`config.mk`:
```
export PLATFORM = sky130hd
export DESIGN_NAME = depth_offset_unit
export DESIGN_NICKNAME = d
export VERILOG_FILES = /design/src/source/ray_gen_pkg.sv /design/src/source/depth_offset_unit.sv
export VERILOG_INCLUDE_DIRS = /design/src /design/src/source
export SDC_FILE = /design/constraint.sdc
export NUM_CORES = 1
export LEC_CHECK = 0
export BUFFER_PORTS_ARGS = -buffer_cell sky130_fd_sc_hd__buf_2
export CORE_ASPECT_RATIO = 2
export CORE_MARGIN = 2
export CORE_UTILIZATION = 50
export DETAILED_ROUTE_END_ITERATION = 10
export PLACE_DENSITY_LB_ADDON = 0.05
export SYNTH_ARGS = -nofsm -noshare
export SYNTH_HDL_FRONTEND = slang
export SYNTH_SLANG_ARGS = --single-unit
```
`constraint.sdc`:
```
create_clock -name clk -period 2.7 [get_ports clk]
set_clock_uncertainty 0.05 [all_clocks]
set_input_delay 0 -clock clk [delete_from_list [all_inputs] [get_ports clk]]
set_output_delay 0 -clock clk [all_outputs]
set_load 0.005 [all_outputs]
```
`src/source/ray_gen_settings.svh`:
```
`ifndef RAY_GEN_SETTINGS_SVH
`define RAY_GEN_SETTINGS_SVH

// screen size in pixels, small enough for quick simulation
`define RG_NUM_COLS 16
`define RG_NUM_ROWS 12

// view plane corner in Q16.16
// left edge sits at -4.0 and top edge at -3.0
`define RG_HALF_W (-32'sh0004_0000)
`define RG_HALF_H (-32'sh0003_0000)

// distance from eye to view plane, 4.0 in Q16.16
`define RG_SCREEN_DIST (32'sh0004_0000)

`endif

```
`src/source/ray_gen_pkg.sv`:
```
`include "ray_gen_settings.svh"

package ray_gen_pkg;

	// signed Q16.16
	typedef logic signed [31:0] fix_t;

	typedef struct packed {
		fix_t x;
		fix_t y;
		fix_t z;
	} vec3_t;

	// last marks the final pixel of a frame
	typedef struct packed {
		logic [$clog2(`RG_NUM_COLS)-1:0] x;
		logic [$clog2(`RG_NUM_ROWS)-1:0] y;
		logic last;
	} pixel_t;

	typedef struct packed {
		fix_t u;
		fix_t v;
		pixel_t pix;
	} plane_uv_t;

	typedef struct packed {
		vec3_t origin;
		vec3_t dir;
	} ray_t;

	typedef struct packed {
		ray_t ray;
		pixel_t pix;
	} ray_out_t;

	// one cycle per axis while a pixel is processed
	typedef enum logic [1:0] {
		PH_X,
		PH_Y,
		PH_Z
	} axis_phase_t;

	// dropping the low 16 bits floors the product toward minus infinity
	function automatic fix_t fix_mul(input fix_t a, input fix_t b);
		logic signed [63:0] prod;
		prod = a * b;
		return prod[47:16];
	endfunction

endpackage

```
`src/source/depth_offset_unit.sv`:
```
`include "ray_gen_settings.svh"

module depth_offset_unit import ray_gen_pkg::*; (
	input  logic  clk,
	input  logic  rst,
	input  logic  frame_start,
	input  vec3_t basis_w,
	output vec3_t depth_off
);

	typedef enum logic [1:0] {
		DO_IDLE,
		DO_X,
		DO_Y,
		DO_Z
	} do_state_t;

	do_state_t state;
	do_state_t step;
	fix_t w_sel;
	fix_t prod;

	// x is handled in the start cycle itself
	assign step = frame_start ? DO_X : state;

	always_comb begin
		case (step)
			DO_X:    w_sel = basis_w.x;
			DO_Y:    w_sel = basis_w.y;
			default: w_sel = basis_w.z;
		endcase
	end

	assign prod = fix_mul(w_sel, `RG_SCREEN_DIST);

	always_ff @(posedge clk or posedge rst) begin
		if (rst) begin
			state     <= DO_IDLE;
			depth_off <= '0;
		end else begin
			case (step)
				DO_X: begin
					depth_off.x <= prod;
					state       <= DO_Y;
				end
				DO_Y: begin
					depth_off.y <= prod;
					state       <= DO_Z;
				end
				DO_Z: begin
					depth_off.z <= prod;
					state       <= DO_IDLE;
				end
				default: state <= DO_IDLE;
			endcase
		end
	end

endmodule

```
==> metrics.txt <==
outcome finished clean; Clock Tree Root clkbuf_16; type of origin of the critical path register; final setup fails 0; Final HPWL DP 9.10 mm; synth unique cells 16; Cell Chain, Critical Path or2_2 > ha_4 > buf_4 > a211o_1 > a31o_1 > dlygate4sd3_1; Placed Area 6060 um^2; DIE AREA 11,000 um^2; width of the die 75.2 um; Die Ht 146 um; CP Buf/Inv Count 2; Worst path slowest cell dlygate4sd3_1; Final nets 816; Reg clk slew, reported paths 0.06 ns; Max Clock Freq 390 MHz; Worst Tran Pin Value 0.778 ns; critical path data required time 2.87 ns; # diodes 0; worst-skew pair later-pin latency 0.34 ns; minimum clock period 2.56 ns; 1st-pass router iterations 4; Synthesis Warnings 0; CTS tree done; initial antenna violation count 0; Initial Util 0.506; number of routed nets with antenna violations 0; Synth Area per Inst 11.2 um^2; area used by multi-input combinational logic 2490 um^2; I/O Buffers 182; Final GP Congestion 0.805; pin count of the biggest net entering global routing 60; Max IR drop VDD 0.568 mV; first-pass GRT wire length 22.7 mm; filler cell count 780; mapped cell area 5070 um^2; deepest clock path buffer count 2; number of global-route vias before repair 4,884; Crit path arrival time 2.73 ns; FP Rows 52; vias per cell 5.59; TritonCTS buffer count 9; aggregate global routing overflow 0; sequential share of the synthesized area 0.454; GRT Overall Usage 0.264; unrepaired setup endpoints after global routing false; CP Capture Type register; Setup TNS Final 0 ns; relative slew slack 0.480; layout cells sized above 1 0.296; CP top delay family buffers and inverters; Via Count 4,760; critical path class register to register; initial DRC count 213; Max FO, Critical Path 59; Largest stage delay, worst path 0.55 ns; Finished Cell Area 7320 um^2; drc violations 0; register area 2300 um^2; core area 10,000 um^2; Non-Filler Instances 852; Pins Over Slew Limit 0; Cells after DPL 737; clk sink count 92; post-cts sizing count 0; MaxCap Viol Count 0; P_leak 0.00343 uW; final WL 14.5 mm; number of H-tree levels 3; final cycle utilization of the critical path 0.949; cells after synthesis 454; Power Density 779 nW/um^2; Final Hold Viols 0; HP Class input port to register; Layout area overhead 44.2%; Top Ports 195; Yosys reg bits 92; Routed wire per std cell 17.0 um
cell usage after synthesis:
master	count	area share
dfrtp_1	92	0.45
a31o_1	90	0.16
nor2b_1	78	0.096
a211o_1	60	0.10
nand2b_1	31	0.038
a221o_1	30	0.059
buf_2	23	0.023
and2b_1	12	0.018
clkbuf_1	9	0.0067
buf_4	8	0.012
buf_6	8	0.018
ha_1	4	0.0099
inv_1	4	0.0030
buf_1	3	0.0022
conb_1	1	0.00074
or2_2	1	0.0012
state kept, by name, indices dropped and copies added, names as in the netlist:
register / count
state: 2
depth_off: 90
cell type report:
| cell class | count | area share |
|---|---|---|
| Multi-Input combinational cell | 312 | 0.341 |
| Clock buffer | 12 | 0.0323 |
| Clock inverter | 3 | 0.00205 |
| Tap cell | 135 | 0.0231 |
| Inverter | 4 | 0.00222 |
| Timing Repair Buffer | 294 | 0.285 |
| Sequential cell | 92 | 0.315 |
routing by layer:
metal | track usage | routed length (um)
met4 | 0.123 | 568
met3 | 0.0587 | 633
met1 | 0.298 | 5650
met5 | 0 | 0
met2 | 0.454 | 7670
per-stage QoR:
step            util  worst slack (ns)  power (uW)  hold WS (ns)
2_1_floorplan      -             0.258        3490         0.175
3_3_place_gp   0.604             0.558        4300         0.106
3_5_place_dp   0.604             0.507        4380         0.118
4_1_cts        0.728            0.0148        5690      0.000643
5_1_grt        0.730            0.0400        6080       0.00146
6_report       0.730             0.139        5700       0.00831
cells by family after synthesis:
| kind of cell | synth area share |
|---|---|
| compound gates | 0.318 |
| flops | 0.454 |
| buf+inv | 0.0641 |
| simple gates | 0.153 |
| other cells | 0.000739 |
| fa+ha+maj | 0.00986 |
worst register-to-register path, cell delays in order (launching register included):
cell	delay, ns
dfrtp_1	0.36
or2_2	0.32
ha_4	0.37
buf_4	0.31
a211o_1	0.29
a31o_1	0.21
dlygate4sd3_1	0.55
repair_timing:
item	in CTS	in global routing
buffers inserted	0	1
setup endpoints to repair	0	3
endpoints found under the hold margin	112	0
hold buffers	99	0
power by group:
group | internal (uW) | leakage [uW] | switching (uW) | total [uW]
registers | 1900 | 0.00113 | 243 | 2140
logic | 1360 | 0.00218 | 1070 | 2440
clock network | 615 | 0.000126 | 500 | 1120
worst paths after layout:
kind	cells past startpoint	to	startpoint	slack (ns)
max in group asynchronous	4	depth_off[85]$_DFFE_PP0N_	rst	1.53
setup / recovery	6	depth_off[39]$_DFFE_PP0N_	state[0]$_DFF_PP0_	0.14
setup reg to reg	6	depth_off[39]$_DFFE_PP0N_	state[0]$_DFF_PP0_	0.14
hold / removal	3	depth_off[25]$_DFFE_PP0N_	basis_w[23]	0.008
min in group asynchronous	3	depth_off[87]$_DFFE_PP0N_	rst	0.28
hold reg to reg	2	depth_off[87]$_DFFE_PP0N_	depth_off[87]$_DFFE_PP0N_	0.51
placed cells by master (no fill, tap or decap), drive strengths merged:
cell,n
a211o,60
a31o,90
clkbuf,12
ha,4
inv,3
clkinv,4
dlygate4sd3,99
a221o,30
buf,195
nand2b,31
or2,1
and2b,12
dfrtp,92
conb,6
nor2b,78
(Power assumes the default switching activity.)
