<file path="config.mk">
export PLATFORM = sky130hd
export DESIGN_NAME = pixel_scanner
export DESIGN_NICKNAME = d
export VERILOG_FILES = /design/src/source/ray_gen_pkg.sv /design/src/source/pixel_scanner.sv
export VERILOG_INCLUDE_DIRS = /design/src /design/src/source
export SDC_FILE = /design/constraint.sdc
export NUM_CORES = 1
export LEC_CHECK = 0
export BUFFER_PORTS_ARGS = -buffer_cell sky130_fd_sc_hd__buf_2
export CAP_MARGIN = 20
export CELL_PAD_IN_SITES_DETAIL_PLACEMENT = 0
export CELL_PAD_IN_SITES_GLOBAL_PLACEMENT = 1
export CORE_UTILIZATION = 38
export CTS_CLUSTER_SIZE = 30
export DETAILED_ROUTE_END_ITERATION = 6
export PLACE_DENSITY = 0.78
export SYNTH_ARGS = -nofsm -noshare
export SYNTH_HDL_FRONTEND = slang
export SYNTH_SLANG_ARGS = --single-unit
export TNS_END_PERCENT = 20
</file>
<file path="constraint.sdc">
create_clock -name clk -period 1.93 [get_ports clk]
set_input_delay 0.0965 -clock clk [delete_from_list [all_inputs] [get_ports clk]]
set_output_delay 0.0965 -clock clk [all_outputs]
set_load 0.03 [all_outputs]
</file>
<file path="src/source/ray_gen_settings.svh">
`ifndef RAY_GEN_SETTINGS_SVH
`define RAY_GEN_SETTINGS_SVH

// screen size in pixels, small enough for quick simulation
`define RG_NUM_COLS 16
`define RG_NUM_ROWS 12

// view plane corner in Q16.16
// left edge sits at -4.0 and top edge at -3.0
`define RG_HALF_W (-32'sh0004_0000)
`define RG_HALF_H (-32'sh0003_0000)

// distance from eye to view plane, 4.0 in Q16.16
`define RG_SCREEN_DIST (32'sh0004_0000)

`endif

</file>
<file path="src/source/ray_gen_pkg.sv">
`include "ray_gen_settings.svh"

package ray_gen_pkg;

	// signed Q16.16
	typedef logic signed [31:0] fix_t;

	typedef struct packed {
		fix_t x;
		fix_t y;
		fix_t z;
	} vec3_t;

	// last marks the final pixel of a frame
	typedef struct packed {
		logic [$clog2(`RG_NUM_COLS)-1:0] x;
		logic [$clog2(`RG_NUM_ROWS)-1:0] y;
		logic last;
	} pixel_t;

	typedef struct packed {
		fix_t u;
		fix_t v;
		pixel_t pix;
	} plane_uv_t;

	typedef struct packed {
		vec3_t origin;
		vec3_t dir;
	} ray_t;

	typedef struct packed {
		ray_t ray;
		pixel_t pix;
	} ray_out_t;

	// one cycle per axis while a pixel is processed
	typedef enum logic [1:0] {
		PH_X,
		PH_Y,
		PH_Z
	} axis_phase_t;

	// dropping the low 16 bits floors the product toward minus infinity
	function automatic fix_t fix_mul(input fix_t a, input fix_t b);
		logic signed [63:0] prod;
		prod = a * b;
		return prod[47:16];
	endfunction

endpackage

</file>
<file path="src/source/pixel_scanner.sv">
`include "ray_gen_settings.svh"

module pixel_scanner import ray_gen_pkg::*; (
	input  logic        clk,
	input  logic        rst,
	input  logic        start,
	output pixel_t      pix,
	output axis_phase_t phase,
	output logic        pix_valid,
	output logic        frame_start,
	output logic        busy
);

	typedef enum logic {
		SCAN_IDLE,
		SCAN_RUN
	} scan_state_t;

	scan_state_t state;
	pixel_t next_pix;

	// start is only honoured from idle
	assign frame_start = start && (state == SCAN_IDLE);
	assign pix_valid   = (state == SCAN_RUN);
	assign busy        = (state == SCAN_RUN);

	// next pixel in row-major order, or the first one when idle
	always_comb begin
		next_pix = '0;
		if (state == SCAN_RUN) begin
			if (pix.x == `RG_NUM_COLS - 1) begin
				next_pix.y = pix.y + 1'b1;
			end else begin
				next_pix.x = pix.x + 1'b1;
				next_pix.y = pix.y;
			end
		end
		next_pix.last = (next_pix.x == `RG_NUM_COLS - 1) &&
			(next_pix.y == `RG_NUM_ROWS - 1);
	end

	always_ff @(posedge clk or posedge rst) begin
		if (rst) begin
			state <= SCAN_IDLE;
			pix   <= '0;
			phase <= PH_X;
		end else begin
			case (state)
				SCAN_IDLE: begin
					if (frame_start) begin
						state <= SCAN_RUN;
						pix   <= next_pix;
						phase <= PH_X;
					end
				end
				default: begin
					case (phase)
						PH_X: phase <= PH_Y;
						PH_Y: phase <= PH_Z;
						default: begin
							phase <= PH_X;
							// frame ends after the z cycle of the last pixel
							if (pix.last) begin
								state <= SCAN_IDLE;
							end else begin
								pix <= next_pix;
							end
						end
					endcase
				end
			endcase
		end
	end

endmodule

</file>
==> run metrics <==
result of the run finished clean; crit path capture type flop; count of cell types in the netlist 32; Synthesized Nets 78; net total in the final layout 97; CTS-repair resized insts 0; Worst Tran Pin Value 458 ps; clock latency of the later-clocked register in the worst-skew pair 270 ps; post-DR wirelength/cell 12.1 um; Final Max Slew Viols 0; number of buffers inserted during clock tree synthesis 3; Iteration-0 DRC Markers 10; endpoints failing setup 0; list of cells traversed by the critical path ha_1 > nand4_2 > xnor2_1 > or4_1 > o22ai_2; total number of H-tree levels 1; TritonCTS clock tree done; maximum capacitance violations 0; share of the clock period used by the worst path 82.2%; static leakage power 0.404 nW; maximum root-to-sink buffer count 2; RR Endpoint pix[0]; largest cells by area after synthesis sky130_fd_sc_hd__dfrtp_1 43%, sky130_fd_sc_hd__o21ai_0 5.0%, sky130_fd_sc_hd__nand2_1 4.8%; pre-CTS WS 354 ps; Max Fclk 630 MHz; DIE WIDTH 44.9 um; number of synthesized register bits 12; final worst clock skew 1.47 ps; gate count after technology mapping 73; stages on the worst setup path 5; total power divided by cell area 1430 nW/um^2; endpoint of the worst hold-timing path pix[1]; Floorplan Core Area 1730 um^2; Post-synth top flop sky130_fd_sc_hd__dfrtp_1; synthesized-area fraction occupied by and/or/nand/nor cells 20.8%; Critical path origin pix[5]; DRC violations left 0; mux share of post-synthesis cell area 1.43%; post-synthesis cell type with the largest combined area sky130_fd_sc_hd__dfrtp_1; total global-route track usage 15.8%; global route overflow 0; count of clock tree sinks 12; initial antenna violation count 0; parity-gate share of the synthesized area counting xor and xnor cells 5.01%; multi-input gate area in the final layout 353 um^2; maximum number of pins on one net before global-route repair 13; cell at the root of the clock tree sky130_fd_sc_hd__clkbuf_4; final hold violations 0; slew margin rel. 69.5%; Final Power 1.17 mW; total via count after detailed routing 589; wire length after detailed routing 1390 um; number of setup buffers added after CTS 0; worst hold path startpoint start; warnings from Yosys 0; share of the synthesized area in compound gates (AO/OA/AOI/OAI) 19.7%; area of all sequential standard cells 300 um^2; setup repair after global routing missed its margin false; antenna violation net count after detailed routing 0; number of enable-type register cells in the synthesized netlist 0; clock period minus final worst setup slack 1590 ps; DR pass1 iterations 4; CP Class reg -> reg; Buffers & Inverters on Critical Path 0; Setup crit start kind flop; largest incremental delay on the critical path 430 ps; wire length of the first global-routing pass 2230 um; HPWL after detailed placement 1050 um; count of placed standard cells including taps 111; Worst Setup Slack, final 344 ps; total of hold buffers inserted after clock tree synthesis 1; area enclosed by the die boundary 2020 um^2; antenna diode count 0; Routability Congestion 0.794; peak supply drop 0.608 mV; worst setup slack for register-to-register paths 340 ps; num ports 17; R2R Path Start pix[5]; Clock transition at path regs 70 ps; Slowest cell on crit path sky130_fd_sc_hd__dfrtp_1; Post-Route Setup TNS 0 ps; combinational family with the most area after synthesis simple AND/OR/NAND/NOR gates; share of Yosys cell area claimed by the top area cell type 42.9%; Cell Rows 15; Hold Path Cell Cnt 3; count of buffers inserted at the top-level ports 16; cell area reported after detailed placement 787 um^2; mean post-synth cell area 9.58 um^2; register area share after synthesis 42.9%; average via count per standard cell 5.12; final cell area excluding filler cells 820 um^2; initial standard-cell utilization of the core 40.5%; largest fanout of any net on the critical path 7; die height 44.9 um; post-synthesis instance area 699 um^2; final cell count without fillers 115; cell family with the largest share of critical-path delay simple AND/OR/NAND/NOR gates; adder-cell area share of the yosys netlist 3.58%; WP data required 2120 ps; fraction of layout cells with a size suffix above 1 27.8%; Synth-to-Final Area Change 17.2%; final-layout fill cell count 180; worst path arrival time 1780 ps; fraction of synthesis flops using an asynchronous set or reset pin 100%; hold crit path type in -> reg; via count of the first global-routing pass 536; depth of the worst register-to-register path 5
## report_power, final
group / switching [mW] / internal, mW
clock network: 0.0770 / 0.0722
logic: 0.363 / 0.196
registers: 0.130 / 0.334
## layer usage
metal / up-vias / global-route usage, % / routed length (um)
met3: 4 / 3.60 / 50
li1: 298 / - / -
met5: - / 0 / 0
met2: 13 / 25.6 / 633
met1: 274 / 19.2 / 680
met4: 0 / 9.09 / 27
## stage by stage
stage / utilization (%) / hold slack (ps)
after floorplan: - / -38.8
after global placement: 45.6 / 128
after detailed placement: 45.6 / 129
after CTS: 47.5 / 183
after global routing: 47.5 / 189
final: 47.5 / 186
## synthesized netlist by cell type, drive strengths merged, types with 2 or more instances
cell type,number
nand3,4
dfrtp,12
a31oi,2
nor3b,2
nand4,2
a21o,2
xnor2,2
buf,4
nor2,3
xor2,2
nand2,9
o21ai,7
inv,4
nor2b,2
o31ai,2
ha,2
## sequential cells by signal (all words and copies together) (netlist names)
register  cells
busy          1
phase         2
pix           9
## cell type report
type | count | area share [%]
Tap cell | 25 | 3.82
Clock buffer | 3 | 2.75
Inverter | 4 | 1.83
Sequential cell | 12 | 36.6
Timing Repair Buffer | 18 | 11.9
Multi-Input combinational cell | 53 | 43.1
## layout by cell type, fill, tap and decap left out, types with 2 or more instances in the layout
| cell | instances |
|---|---|
| sky130_fd_sc_hd__nand3_1 | 4 |
| sky130_fd_sc_hd__nor3b_1 | 2 |
| sky130_fd_sc_hd__o31ai_1 | 2 |
| sky130_fd_sc_hd__a21o_1 | 2 |
| sky130_fd_sc_hd__clkbuf_4 | 3 |
| sky130_fd_sc_hd__ha_1 | 2 |
| sky130_fd_sc_hd__xnor2_1 | 2 |
| sky130_fd_sc_hd__a31oi_1 | 2 |
| sky130_fd_sc_hd__xor2_1 | 2 |
| sky130_fd_sc_hd__inv_1 | 4 |
| sky130_fd_sc_hd__dfrtp_1 | 12 |
| sky130_fd_sc_hd__o21ai_0 | 7 |
| sky130_fd_sc_hd__buf_2 | 16 |
| sky130_fd_sc_hd__nor2_1 | 2 |
| sky130_fd_sc_hd__nor2b_1 | 2 |
| sky130_fd_sc_hd__nand2_1 | 9 |
## worst max-delay path by stage
stage | to | slack (ps)
6_report | pix[0] | 340
3_3_place_gp | pix[0] | 390
5_1_grt | pix[0] | 240
3_5_place_dp | pix[0] | 350
4_1_cts | pix[0] | 340
2_1_floorplan | pix[0] | 210
## worst min-delay path, stage by stage
cell	delay (ps)
sky130_fd_sc_hd__buf_2	120
sky130_fd_sc_hd__nor3b_1	60
sky130_fd_sc_hd__a21o_1	140
## cells by family (layout without fill, tap and decap cells)
logic type | after synthesis | count (layout)
AO/OA/AOI/OAI | 20 | 20
XOR/XNOR | 4 | 4
adder cells (fa/ha/maj) | 2 | 2
buffers and inverters | 8 | 25
flip-flops | 12 | 12
multiplexers | 1 | 1
AND/OR/NAND/NOR | 26 | 26
Power figures use the tool's default switching activity.
