File: config.mk
export PLATFORM = sky130hd
export DESIGN_NAME = plane_coord_unit
export DESIGN_NICKNAME = d
export VERILOG_FILES = /design/src/source/ray_gen_pkg.sv /design/src/source/plane_coord_unit.sv
export VERILOG_INCLUDE_DIRS = /design/src /design/src/source
export SDC_FILE = /design/constraint.sdc
export NUM_CORES = 1
export LEC_CHECK = 0
export CAP_MARGIN = 40
export CELL_PAD_IN_SITES_DETAIL_PLACEMENT = 0
export CELL_PAD_IN_SITES_GLOBAL_PLACEMENT = 1
export CORE_MARGIN = 5
export CORE_UTILIZATION = 34
export DETAILED_ROUTE_END_ITERATION = 7
export DONT_BUFFER_PORTS = 1
export HOLD_SLACK_MARGIN = 0.02
export PLACE_DENSITY = 0.56
export SETUP_SLACK_MARGIN = 0.5
export SLEW_MARGIN = 10
export SYNTH_ARGS = -nofsm -noshare
export SYNTH_HDL_FRONTEND = slang
export SYNTH_SLANG_ARGS = --single-unit
File: constraint.sdc
create_clock -name clk -period 3.1 [get_ports clk]
set_clock_uncertainty 0.2 [all_clocks]
set_input_delay 0.93 -clock clk [delete_from_list [all_inputs] [get_ports clk]]
set_output_delay 0.93 -clock clk [all_outputs]
set_load 0.01 [all_outputs]
File: src/source/ray_gen_settings.svh
`ifndef RAY_GEN_SETTINGS_SVH
`define RAY_GEN_SETTINGS_SVH

// screen size in pixels, small enough for quick simulation
`define RG_NUM_COLS 16
`define RG_NUM_ROWS 12

// view plane corner in Q16.16
// left edge sits at -4.0 and top edge at -3.0
`define RG_HALF_W (-32'sh0004_0000)
`define RG_HALF_H (-32'sh0003_0000)

// distance from eye to view plane, 4.0 in Q16.16
`define RG_SCREEN_DIST (32'sh0004_0000)

`endif

File: src/source/ray_gen_pkg.sv
`include "ray_gen_settings.svh"

package ray_gen_pkg;

	// signed Q16.16
	typedef logic signed [31:0] fix_t;

	typedef struct packed {
		fix_t x;
		fix_t y;
		fix_t z;
	} vec3_t;

	// last marks the final pixel of a frame
	typedef struct packed {
		logic [$clog2(`RG_NUM_COLS)-1:0] x;
		logic [$clog2(`RG_NUM_ROWS)-1:0] y;
		logic last;
	} pixel_t;

	typedef struct packed {
		fix_t u;
		fix_t v;
		pixel_t pix;
	} plane_uv_t;

	typedef struct packed {
		vec3_t origin;
		vec3_t dir;
	} ray_t;

	typedef struct packed {
		ray_t ray;
		pixel_t pix;
	} ray_out_t;

	// one cycle per axis while a pixel is processed
	typedef enum logic [1:0] {
		PH_X,
		PH_Y,
		PH_Z
	} axis_phase_t;

	// dropping the low 16 bits floors the product toward minus infinity
	function automatic fix_t fix_mul(input fix_t a, input fix_t b);
		logic signed [63:0] prod;
		prod = a * b;
		return prod[47:16];
	endfunction

endpackage

File: src/source/plane_coord_unit.sv
`include "ray_gen_settings.svh"

module plane_coord_unit import ray_gen_pkg::*; (
	input  logic        clk,
	input  logic        rst,
	input  pixel_t      pix,
	input  axis_phase_t phase,
	input  logic        pix_valid,
	input  fix_t        pixel_width,
	output plane_uv_t   uv,
	output logic        uv_valid
);

	fix_t coord_q;
	fix_t offset;
	fix_t result;
	fix_t u_r;
	fix_t v_r;

	// x feeds the multiplier in the first phase, y in the others
	always_comb begin
		if (phase == PH_X) begin
			coord_q = fix_t'(pix.x) << 16;
			offset  = `RG_HALF_W;
		end else begin
			coord_q = fix_t'(pix.y) << 16;
			offset  = `RG_HALF_H;
		end
	end

	// single shared multiplier and adder
	assign result = fix_mul(coord_q, pixel_width) + offset;

	always_ff @(posedge clk or posedge rst) begin
		if (rst) begin
			u_r <= '0;
			v_r <= '0;
		end else if (pix_valid) begin
			if (phase == PH_X) begin
				u_r <= result;
			end else if (phase == PH_Y) begin
				v_r <= result;
			end
		end
	end

	// u and v both settled by the z cycle
	assign uv_valid = pix_valid && (phase == PH_Z);
	assign uv.u     = u_r;
	assign uv.v     = v_r;
	assign uv.pix   = pix;

endmodule

==> flow_summary.toml, run 1 <==
[critical_path]
required_ns = 3.09
worstPathArrival_ns = 6.76
timing.critical_path.mode_cell = "ha_4"
path_delay_family = "adder cells"
critical_path_depth = 27
launching_instance_or_port_of_the_critical_path = "phase[1]"
capturing_element_type_of_the_critical_path = "flip-flop"
cp_slowest_stage_delay_ns = 0.54
timing.critical_path.slowest_stage_cell = "fa_1"
regToRegStartpoint = "v_r[17]"
critPathBufInv = 5
timing.reg2reg.worst_path_depth = 1
worstSetupPathType = "input port to flip-flop"
regToRegEndpoint = "v_r[17]"
worst-r2r-setup-slack_ns = 2.09
start_kind = "input port"
cp_max_fo = 6

[global_route]
antenna_violations_before_repair = 0
wire_length_of_the_first_global_routing_pass_um = 36800
grt-ovfl-total = 0
grt.total_usage_pct = 14.7
grt_max_degree = 56
first_global_vias = 7130

[detailed_routing]
detailroute.via_count = 6840
drtPass1Iterations = 4
drt_iter0_markers = 190
vias_per_cell = 4.77
route.detailed.wl_per_inst_um = 15.8
ant_nets = 0
detail_route.wirelength_um = 22700
post-route-drc-count = 0

[die]
floorplan.rows = 59
die_width_um = 173
floorplan.io_pins = 120
fp.dieArea_um2 = 30100
initial_core_util_pct = 34.6
placeableCoreArea_um2 = 26200
die_height_um = 173

[final_layout]
final_net_count = 1384
drive_gt1_share_pct = 32.6
layout.cell_area.non_filler_um2 = 12200
antennaDiodeCount = 0
syn_to_final_growth_pct = 34.8
fill_cells = 2508

[status]
outcome = "finished, violations left"
violations = "negative setup slack"

[synthesis]
post_synth_main_area_contributors = "ha_1 26%, dfrtp_1 18%, fa_1 12%"
synth_enable_flop_cells = 0
yosysWarnings = 0
synth_cell_types = 73
fraction_of_the_yosys_area_taken_by_sequential_cells_pct = 17.6
syn_nets = 1258
syn-instance-count = 969
cell_area_synth_um2 = 9080
yosys_register_bits = 64
synth_top_cell_by_area = "ha_1"
synth_top_area_share_pct = 25.8
post_synth.cell_area_avg_um2 = 9.37
proportion_of_register_bits_with_asynchronous_set_or_reset_after_synthesis_pct = 100
synth_flop_cell = "dfrtp_1"

[sta]
rsz0062_at_grt = "true"
postLayoutSetupSlackWorst_ns = -3.67
worst-slew-pin-transition_ns = 0.687
finalCritPeriodShare_pct = 218
timing.setup.tns_ns = -158.08
finalSetupViolCount = 58
timing.final.max_slew_violations = 0
slew_headroom_pct = 54.1
timing.fmax_mhz = 148
hold_viol = 0
fin_crit_ns = 6.77
finalHoldWorstSlack_ns = 0.353

[placement]
pre_cts_slack_ns = -4.07
place_area_um2 = 10600
place.port_buffers = 0
dp.final_hpwl_um = 18100
gp_routability_congestion = 0.814

[pwr]
post-layout-total-power_mw = 9.54
vdd_drop_max_uv = 399
pwr_density_cell_nw_per_um2 = 780
power.static_leakage_nw = 5.95

[worst_hold_path]
min_path_type = "flip-flop to flip-flop"
worst_min_path_start = "v_r[22]"
timing.hold.worst_endpoint = "v_r[22]"
whs_path_depth = 2

[clocking]
ctsRootBufferMaster = "clkbuf_16"
cts.hold.buffers_added = 0
numCtsBuffers = 9
clock_path_buffers = 2
clock_tree.htree_level_count = 3
numClockSinks = 64
clk_pin_slew_worst_paths_ns = 0.06
cts_tree = "done"
insertion_delay_ns = 0.32

[run]
cap_violations = 0
-- flip-flops by register name, summed over array words and instances, names as in the netlist --
name / flops
u_r: 32
v_r: 32
-- Yosys cell counts (3+ instances only) --
library cell / number
a21o_1: 10
o21bai_1: 3
and2_1: 15
nor2b_1: 122
a31oi_1: 8
nand2_1: 62
a211o_1: 3
ha_1: 187
a221oi_1: 3
xor2_1: 21
o21ai_0: 41
a21oi_2: 3
a21oi_1: 17
inv_1: 145
dfrtp_1: 64
a211oi_1: 3
nor3_1: 4
buf_4: 10
mux2i_1: 4
fa_1: 56
clkbuf_1: 23
nand4_1: 4
o211ai_2: 3
a211oi_2: 3
nor2_1: 24
o21ai_1: 14
o211a_1: 6
nand3_1: 5
and4_1: 4
xnor2_1: 23
mux2_2: 20
-- cell usage in the layout (no fill, tap or decap), drive strengths merged, types with 16 or more instances in the layout --
cell | netlist | layout
a21oi | 20 | 20
and2 | 16 | 16
buf | 14 | 148
dfrtp | 64 | 64
fa | 56 | 56
ha | 187 | 187
inv | 145 | 146
mux2 | 20 | 20
nand2 | 63 | 63
nor2 | 25 | 25
nor2b | 122 | 122
o21ai | 57 | 57
xnor2 | 23 | 23
xor2 | 23 | 23
-- where the power goes --
| part | switching (mW) | leakage (nW) | internal, mW |
|---|---|---|---|
| logic | 3.32 | 5.00 | 3.42 |
| registers | 0.472 | 0.792 | 1.22 |
| clock network | 0.400 | 0.157 | 0.712 |
| total | 4.20 | 5.95 | 5.35 |
-- repair_timing --
action	in CTS	in global routing
gates resized for setup	64	82
setup endpoints to repair	60	60
hold endpoints to repair	0	0
gates cloned	2	4
pin swaps	11	51
buffers inserted	12	17
-- tightest hold or removal path, cell delays in order (launching register included) --
cell and delay [ns]:
dfrtp_1 0.39, nand2_1 0.06, o21ai_0 0.06
-- metal layers --
metal,vias to the layer above,share of wire [%],wire length (um),track usage (%)
met2,76,50,11400,25.6
li1,3458,-,-,-
met4,0,0.18,40,0.998
met3,4,3.0,693,2.57
met1,3302,47,10600,20.0
met5,-,0,0,0
-- stage by stage --
step,utilization (%),std cells
final,46.7,1435
after global routing,46.7,1435
after CTS,44.0,1414
after detailed placement,40.6,1384
after global placement,40.6,1384
after floorplan,-,969
-- how the worst max path moves through the flow --
stage               to  slack [ns]
6_report       u_r[30]       -3.67
2_1_floorplan  u_r[30]       -3.86
3_5_place_dp   u_r[29]       -4.07
4_1_cts        u_r[30]       -3.69
5_1_grt        v_r[31]       -3.93
3_3_place_gp   u_r[31]       -4.07
-- layout make-up --
| cell class | instances | area, um2 | share of cell area, % |
|---|---|---|---|
| Sequential cell | 64 | 1600 | 13.1 |
| Inverter | 145 | 548 | 4.48 |
| Timing Repair Buffer | 152 | 1470 | 12.0 |
| Clock buffer | 9 | 225 | 1.84 |
| Tap cell | 335 | 419 | 3.42 |
| Clock inverter | 7 | 103 | 0.838 |
| Multi-Input combinational cell | 723 | 7870 | 64.3 |
-- cells by family after synthesis --
logic type      count (synthesis)  share of synthesized area, %
flops                          64                          17.6
mux                            24                          2.92
compound gates                141                          11.4
fa+ha+maj                     243                          38.1
simple gates                  268                          17.0
xor+xnor                       47                          4.85
buf+inv                       182                          8.13
No activity file was read; power rests on OpenSTA's default activity.
==> run 2, diff against run 1 <==
--- a/config.mk
+++ b/config.mk
@@ -15,7 +15,6 @@
 export DONT_BUFFER_PORTS = 1
 export HOLD_SLACK_MARGIN = 0.02
 export PLACE_DENSITY = 0.56
-export SETUP_SLACK_MARGIN = 0.5
 export SLEW_MARGIN = 10
 export SYNTH_ARGS = -nofsm -noshare
 export SYNTH_HDL_FRONTEND = slang
==> run 2 against run 1 <==
Critical path depth did not move. Die area did not move. Hold slack got worse by 0.026 ns. Via count rose by 1.9%. Sequential cell count did not move. Final cell count rose by 1.1%. Global-route usage fell by 0.20 points. Critical path type unchanged. Register-to-register slack barely moved. The flow still finishes with violations (negative setup slack). Routed wire length rose by 2.8%. Sequential share of layout area fell by 0.93 points. Count of clock-buffer cells in the layout did not move.
==> flow_summary.toml, run 2 (synthesis gave the netlist of run 1 again) <==
[sta]
postLayoutSetupSlackWorst_ns = -3.60
finalHoldWorstSlack_ns = 0.327
fin_crit_ns = 6.70
rsz0062_at_grt = "true"
finalCritPeriodShare_pct = 216
finalSetupViolCount = 59
hold_viol = 0
timing.fmax_mhz = 149
timing.final.max_slew_violations = 0
worst-slew-pin-transition_ns = 0.773
slew_headroom_pct = 48.3

[final_layout]
drive_gt1_share_pct = 39.9
finish.cell_count_without_fillers = 1451
final_net_count = 1401
top_regs = "u_r: 32 flops, v_r: 32 flops"
final_cell_mix = "127 x inv_1, 113 x nor2b_1, 111 x buf_4"
syn_to_final_growth_pct = 45.1
layout.cells.most_common = "inv_1"
antennaDiodeCount = 0

[placement]
dp.cells = 1388
pre_cts_slack_ns = -4.14
place.port_buffers = 0
dp.final_hpwl_um = 17800
gp_routability_congestion = 0.806

[critical_path]
required_ns = 3.10
worstSetupPathType = "input port to flip-flop"
start_kind = "input port"
timing.critical_path.mode_cell = "ha_4"
timing.critical_path.slowest_stage_cell = "fa_1"
timing.reg2reg.worst_path_depth = 1
worst-r2r-setup-slack_ns = 2.09
worstPathArrival_ns = 6.70
regToRegEndpoint = "u_r[16]"
cp_max_fo = 7
capturing_element_type_of_the_critical_path = "flip-flop"
launching_instance_or_port_of_the_critical_path = "phase[0]"
regToRegStartpoint = "u_r[16]"
critical_path.endpoint = "u_r[29]"
cp_slowest_stage_delay_ns = 0.54

[detailed_routing]
detail_route.wirelength_um = 23400
drt_iter0_markers = 180
detailroute.via_count = 6973
vias_per_cell = 4.81
drtPass1Iterations = 6
route.detailed.wl_per_inst_um = 16.1
ant_nets = 0
post-route-drc-count = 0

[die]
fp.dieArea_um2 = 30100
placeableCoreArea_um2 = 26200
die_height_um = 173
initial_core_util_pct = 34.6
die_width_um = 173
floorplan.rows = 59
floorplan.io_pins = 120

[run]
cap_violations = 0

[pwr]
pwr_density_cell_nw_per_um2 = 778
vdd_drop_max_uv = 457
power.static_leakage_nw = 6.02

[global_route]
first_global_vias = 7025
wire_length_of_the_first_global_routing_pass_um = 36400
grt.total_usage_pct = 14.5
grt_max_degree = 65
grt-ovfl-total = 0
antenna_violations_before_repair = 0

[clocking]
cts.hold.buffers_added = 0
cts_tree = "done"
numClockSinks = 64
numCtsBuffers = 9
clk_pin_slew_worst_paths_ns = 0.06
clock_path_buffers = 2
clock_tree.htree_level_count = 3
ctsRootBufferMaster = "clkbuf_16"
insertion_delay_ns = 0.33

[status]
outcome = "finished, violations left"
violations = "negative setup slack"

[worst_hold_path]
min_path_type = "input port to async pin"
==> run 2: cell types whose count changed in the layout (fill, tap and decap cells not counted), sizes merged <==
cell and change:
buf +18, bufinv -2, clkbuf -1, clkinv +1
==> run 2: worst min path at each step <==
| stage | startpoint | to | slack, ns | cells after the start |
|---|---|---|---|---|
| floorplan | u_r[0] | u_r[0] | 0.32 | 2 |
| finish | rst | v_r[22] | 0.33 | 2 |
| CTS | rst | u_r[22] | 0.35 | 2 |
| detailed placement | u_r[14] | u_r[14] | 0.35 | 2 |
| global route | rst | u_r[26] | 0.36 | 2 |
| global placement | v_r[25] | v_r[25] | 0.34 | 2 |
==> run 2: layout make-up <==
type	instances	area, um2
flip-flops and latches	64	1600
well taps	335	419
multi-input cells	723	8710
repair buffers	169	1630
fillers	2401	13000
clock inverters	6	46.3
inverters	145	544
clock buffers	9	225
==> run 2: stage by stage <==
step	cell area (um2)	setup TNS [ns]	power, mW	utilization, %
after floorplan	9470	-164.69	5.26	-
final	13200	-156.13	10.3	50.3
after detailed placement	10600	-180.80	7.34	40.6
after CTS	11500	-156.79	9.03	44.0
after global placement	10600	-180.66	7.33	40.6
after global routing	13200	-166.62	11.2	50.3
==> run 2: where the power goes <==
part | switching (mW) | internal, mW
clock | 0.385 | 0.540
combinational | 3.69 | 3.94
sequential | 0.472 | 1.22
total | 4.55 | 5.70
==> run 2: critical path, delay by kind of cell <==
kind                       cells  cell delay, ns
and+or+nand+nor                5            0.91
AOI/OAI and AO/OA              5            1.21
muxes                          1            0.26
adders and majority gates      7            2.33
buffers and inverters          7            0.72
xor gates and xnor gates       2            0.33
==> run 2: per-layer routing <==
metal	track usage [%]	vias up	routed length (um)
met4	1.73	0	124
met2	24.1	91	11700
met1	20.3	3389	10800
met3	2.73	11	777
li1	-	3482	-
met5	0	-	0
==> run 2: repair_timing <==
action,4_1_cts,5_1_grt
endpoints found under the hold margin,0,0
endpoints found under the setup margin,60,60
pin swaps,26,117
gates cloned,2,2
setup buffers,8,46
gates resized for setup,80,200
==> run 3, diff against run 2 <==
==> constraint.sdc (replaced) <==
create_clock -name clk -period 7.1 [get_ports clk]
set_clock_uncertainty 0.2 [all_clocks]
set_input_delay 2.13 -clock clk [delete_from_list [all_inputs] [get_ports clk]]
set_output_delay 2.13 -clock clk [all_outputs]
set_load 0.01 [all_outputs]
==> run 3 against run 2 <==
The run still ends with negative setup slack left. Combinational power fell by 60%. Clock power shrank 48%. Sequential share of layout area grew 0.76 points. Die area unchanged. Final area is 5.9% lower. Non-clock buffer count fell by 18. Sequential cell count is the same. Worst setup slack improved by 2.7 ns.
==> flow_summary.toml, run 3 (synthesis gave the netlist of run 1 again) <==
[critical_path]
capturing_element_type_of_the_critical_path = "flip-flop"
timing.reg2reg.worst_path_depth = 1
worstSetupPathType = "input port to flip-flop"
worstPathArrival_ns = 7.94
regToRegEndpoint = "v_r[8]"
start_kind = "input port"
regToRegStartpoint = "v_r[8]"
required_ns = 7.09
worst-r2r-setup-slack_ns = 6.08
cp_max_fo = 5

[detailed_routing]
ant_nets = 0
detail_route.wirelength_um = 22700
drt_iter0_markers = 146
route.detailed.wl_per_inst_um = 15.8
vias_per_cell = 4.86
post-route-drc-count = 0
drtPass1Iterations = 4
detailroute.via_count = 6974

[sta]
rsz0062_at_grt = "true"
timing.setup.tns_ns = -19.44
finalSetupViolCount = 32
fin_crit_ns = 7.95
worst-slew-pin-transition_ns = 0.804
slew_headroom_pct = 46.4
timing.fmax_mhz = 126
finalCritPeriodShare_pct = 112
hold_viol = 0
postLayoutSetupSlackWorst_ns = -0.847
timing.final.max_slew_violations = 0

[global_route]
antenna_violations_before_repair = 0
wire_length_of_the_first_global_routing_pass_um = 36000
grt-ovfl-total = 0
first_global_vias = 7028
grt_max_degree = 65
grt.total_usage_pct = 14.6

[pwr]
vdd_drop_max_uv = 260
pwr_density_cell_nw_per_um2 = 344
power.static_leakage_nw = 5.83
post-layout-total-power_mw = 4.27

[die]
die_height_um = 173
initial_core_util_pct = 34.6
floorplan.rows = 59
floorplan.io_pins = 120
fp.dieArea_um2 = 30100
die_width_um = 173
placeableCoreArea_um2 = 26200

[clocking]
numClockSinks = 64
clk_pin_slew_worst_paths_ns = 0.05
cts_tree = "done"
numCtsBuffers = 9
cts.hold.buffers_added = 0
insertion_delay_ns = 0.33
clock_path_buffers = 2
clock_tree.htree_level_count = 3
ctsRootBufferMaster = "clkbuf_16"

[worst_hold_path]
whs_path_depth = 2
min_path_type = "flip-flop to flip-flop"
worst_min_path_start = "v_r[10]"
timing.hold.worst_endpoint = "v_r[10]"

[final_layout]
drive_gt1_share_pct = 34.6
top_regs = "u_r: 32 flops, v_r: 32 flops"
finish.cell_count_without_fillers = 1435
final_net_count = 1383
layout.cells.most_common = "inv_1"
final_cell_mix = "132 x inv_1, 125 x buf_4, 118 x ha_1"
syn_to_final_growth_pct = 36.6

[placement]
dp.cells = 1385
place.port_buffers = 0
gp_routability_congestion = 0.799
dp.final_hpwl_um = 18300

[status]
outcome = "finished, violations left"
violations = "negative setup slack"

[run]
cap_violations = 0
run 3: changes by cell type in the layout (fill, tap and decap cells not counted), moves of 4 or more:
cell and change:
ha_4 -33, ha_1 +30, buf_6 -24, buf_4 +14
o21ai_0 +13, o21ai_1 -9, buf_12 -5, inv_1 +5
inv_2 -5, nor2b_4 -5, o21ai_2 -5, xor2_1 +4
run 3: through the flow:
stage	worst slack [ns]	hold slack, ns	cell area (um2)	utilization [%]
floorplan	-1.06	0.316	9400	-
global placement	-1.30	0.340	10500	40.2
detailed placement	-1.34	0.344	10500	40.2
CTS	-0.897	0.356	11500	43.7
global route	-1.07	0.379	12400	47.3
finish	-0.847	0.349	12400	47.3
run 3: where the power goes:
part           total (mW)  internal [mW]  switching [mW]
Clock               0.480          0.318           0.162
Sequential          0.735          0.532           0.203
Combinational        3.05           1.55            1.50
run 3: cell type report:
| class | count | area, um2 |
|---|---|---|
| timing repair buffer | 151 | 1310 |
| sequential | 64 | 1600 |
| antenna | 1 | 2.50 |
| tap | 335 | 419 |
| clock buffer | 10 | 239 |
| inverter | 145 | 544 |
| fill | 2484 | 13800 |
| clock inverter | 6 | 91.3 |
| multi-input combinational | 723 | 8190 |
run 3: routing by layer:
metal	part of all wire, %	track usage [%]	wire length, um	up-vias
li1	-	-	-	3449
met1	44	18.8	9980	3403
met2	52	25.8	11800	106
met3	3.4	3.08	780	16
met4	0.88	2.16	200	0
met5	0	0	0	-
run 3: worst max-delay path, stage by stage:
cell and delay [ns]:
nor2_4 0.12, buf_12 0.13, buf_6 0.10, mux2i_4 0.28
buf_12 0.16, buf_6 0.12, nor2b_1 0.05, ha_1 0.30
fa_1 0.51, inv_2 0.04, fa_1 0.54, inv_2 0.05
ha_4 0.22, xor2_2 0.17, ha_1 0.31, ha_4 0.29
ha_4 0.21, a211oi_4 0.30, o211ai_4 0.12, a31o_2 0.20
a21o_1 0.16, xor2_1 0.14, ha_2 0.22, ha_4 0.17
or3_4 0.34, and4bb_1 0.31, xor2_2 0.20, o21ai_1 0.07
run 3: how the worst max path moves through the flow:
stage	startpoint	end	cells after the start
2_1_floorplan	phase[0]	u_r[30]	26
6_report	phase[1]	v_r[30]	28
5_1_grt	phase[1]	u_r[27]	28
3_3_place_gp	phase[0]	u_r[30]	25
3_5_place_dp	phase[0]	u_r[30]	25
4_1_cts	phase[0]	u_r[30]	27
run 3: timing repair:
| item | in CTS | in global routing |
|---|---|---|
| cloned | 2 | 1 |
| resized for setup | 81 | 117 |
| pin swaps | 58 | 72 |
| setup buffers | 10 | 24 |
| setup endpoints to repair | 34 | 36 |
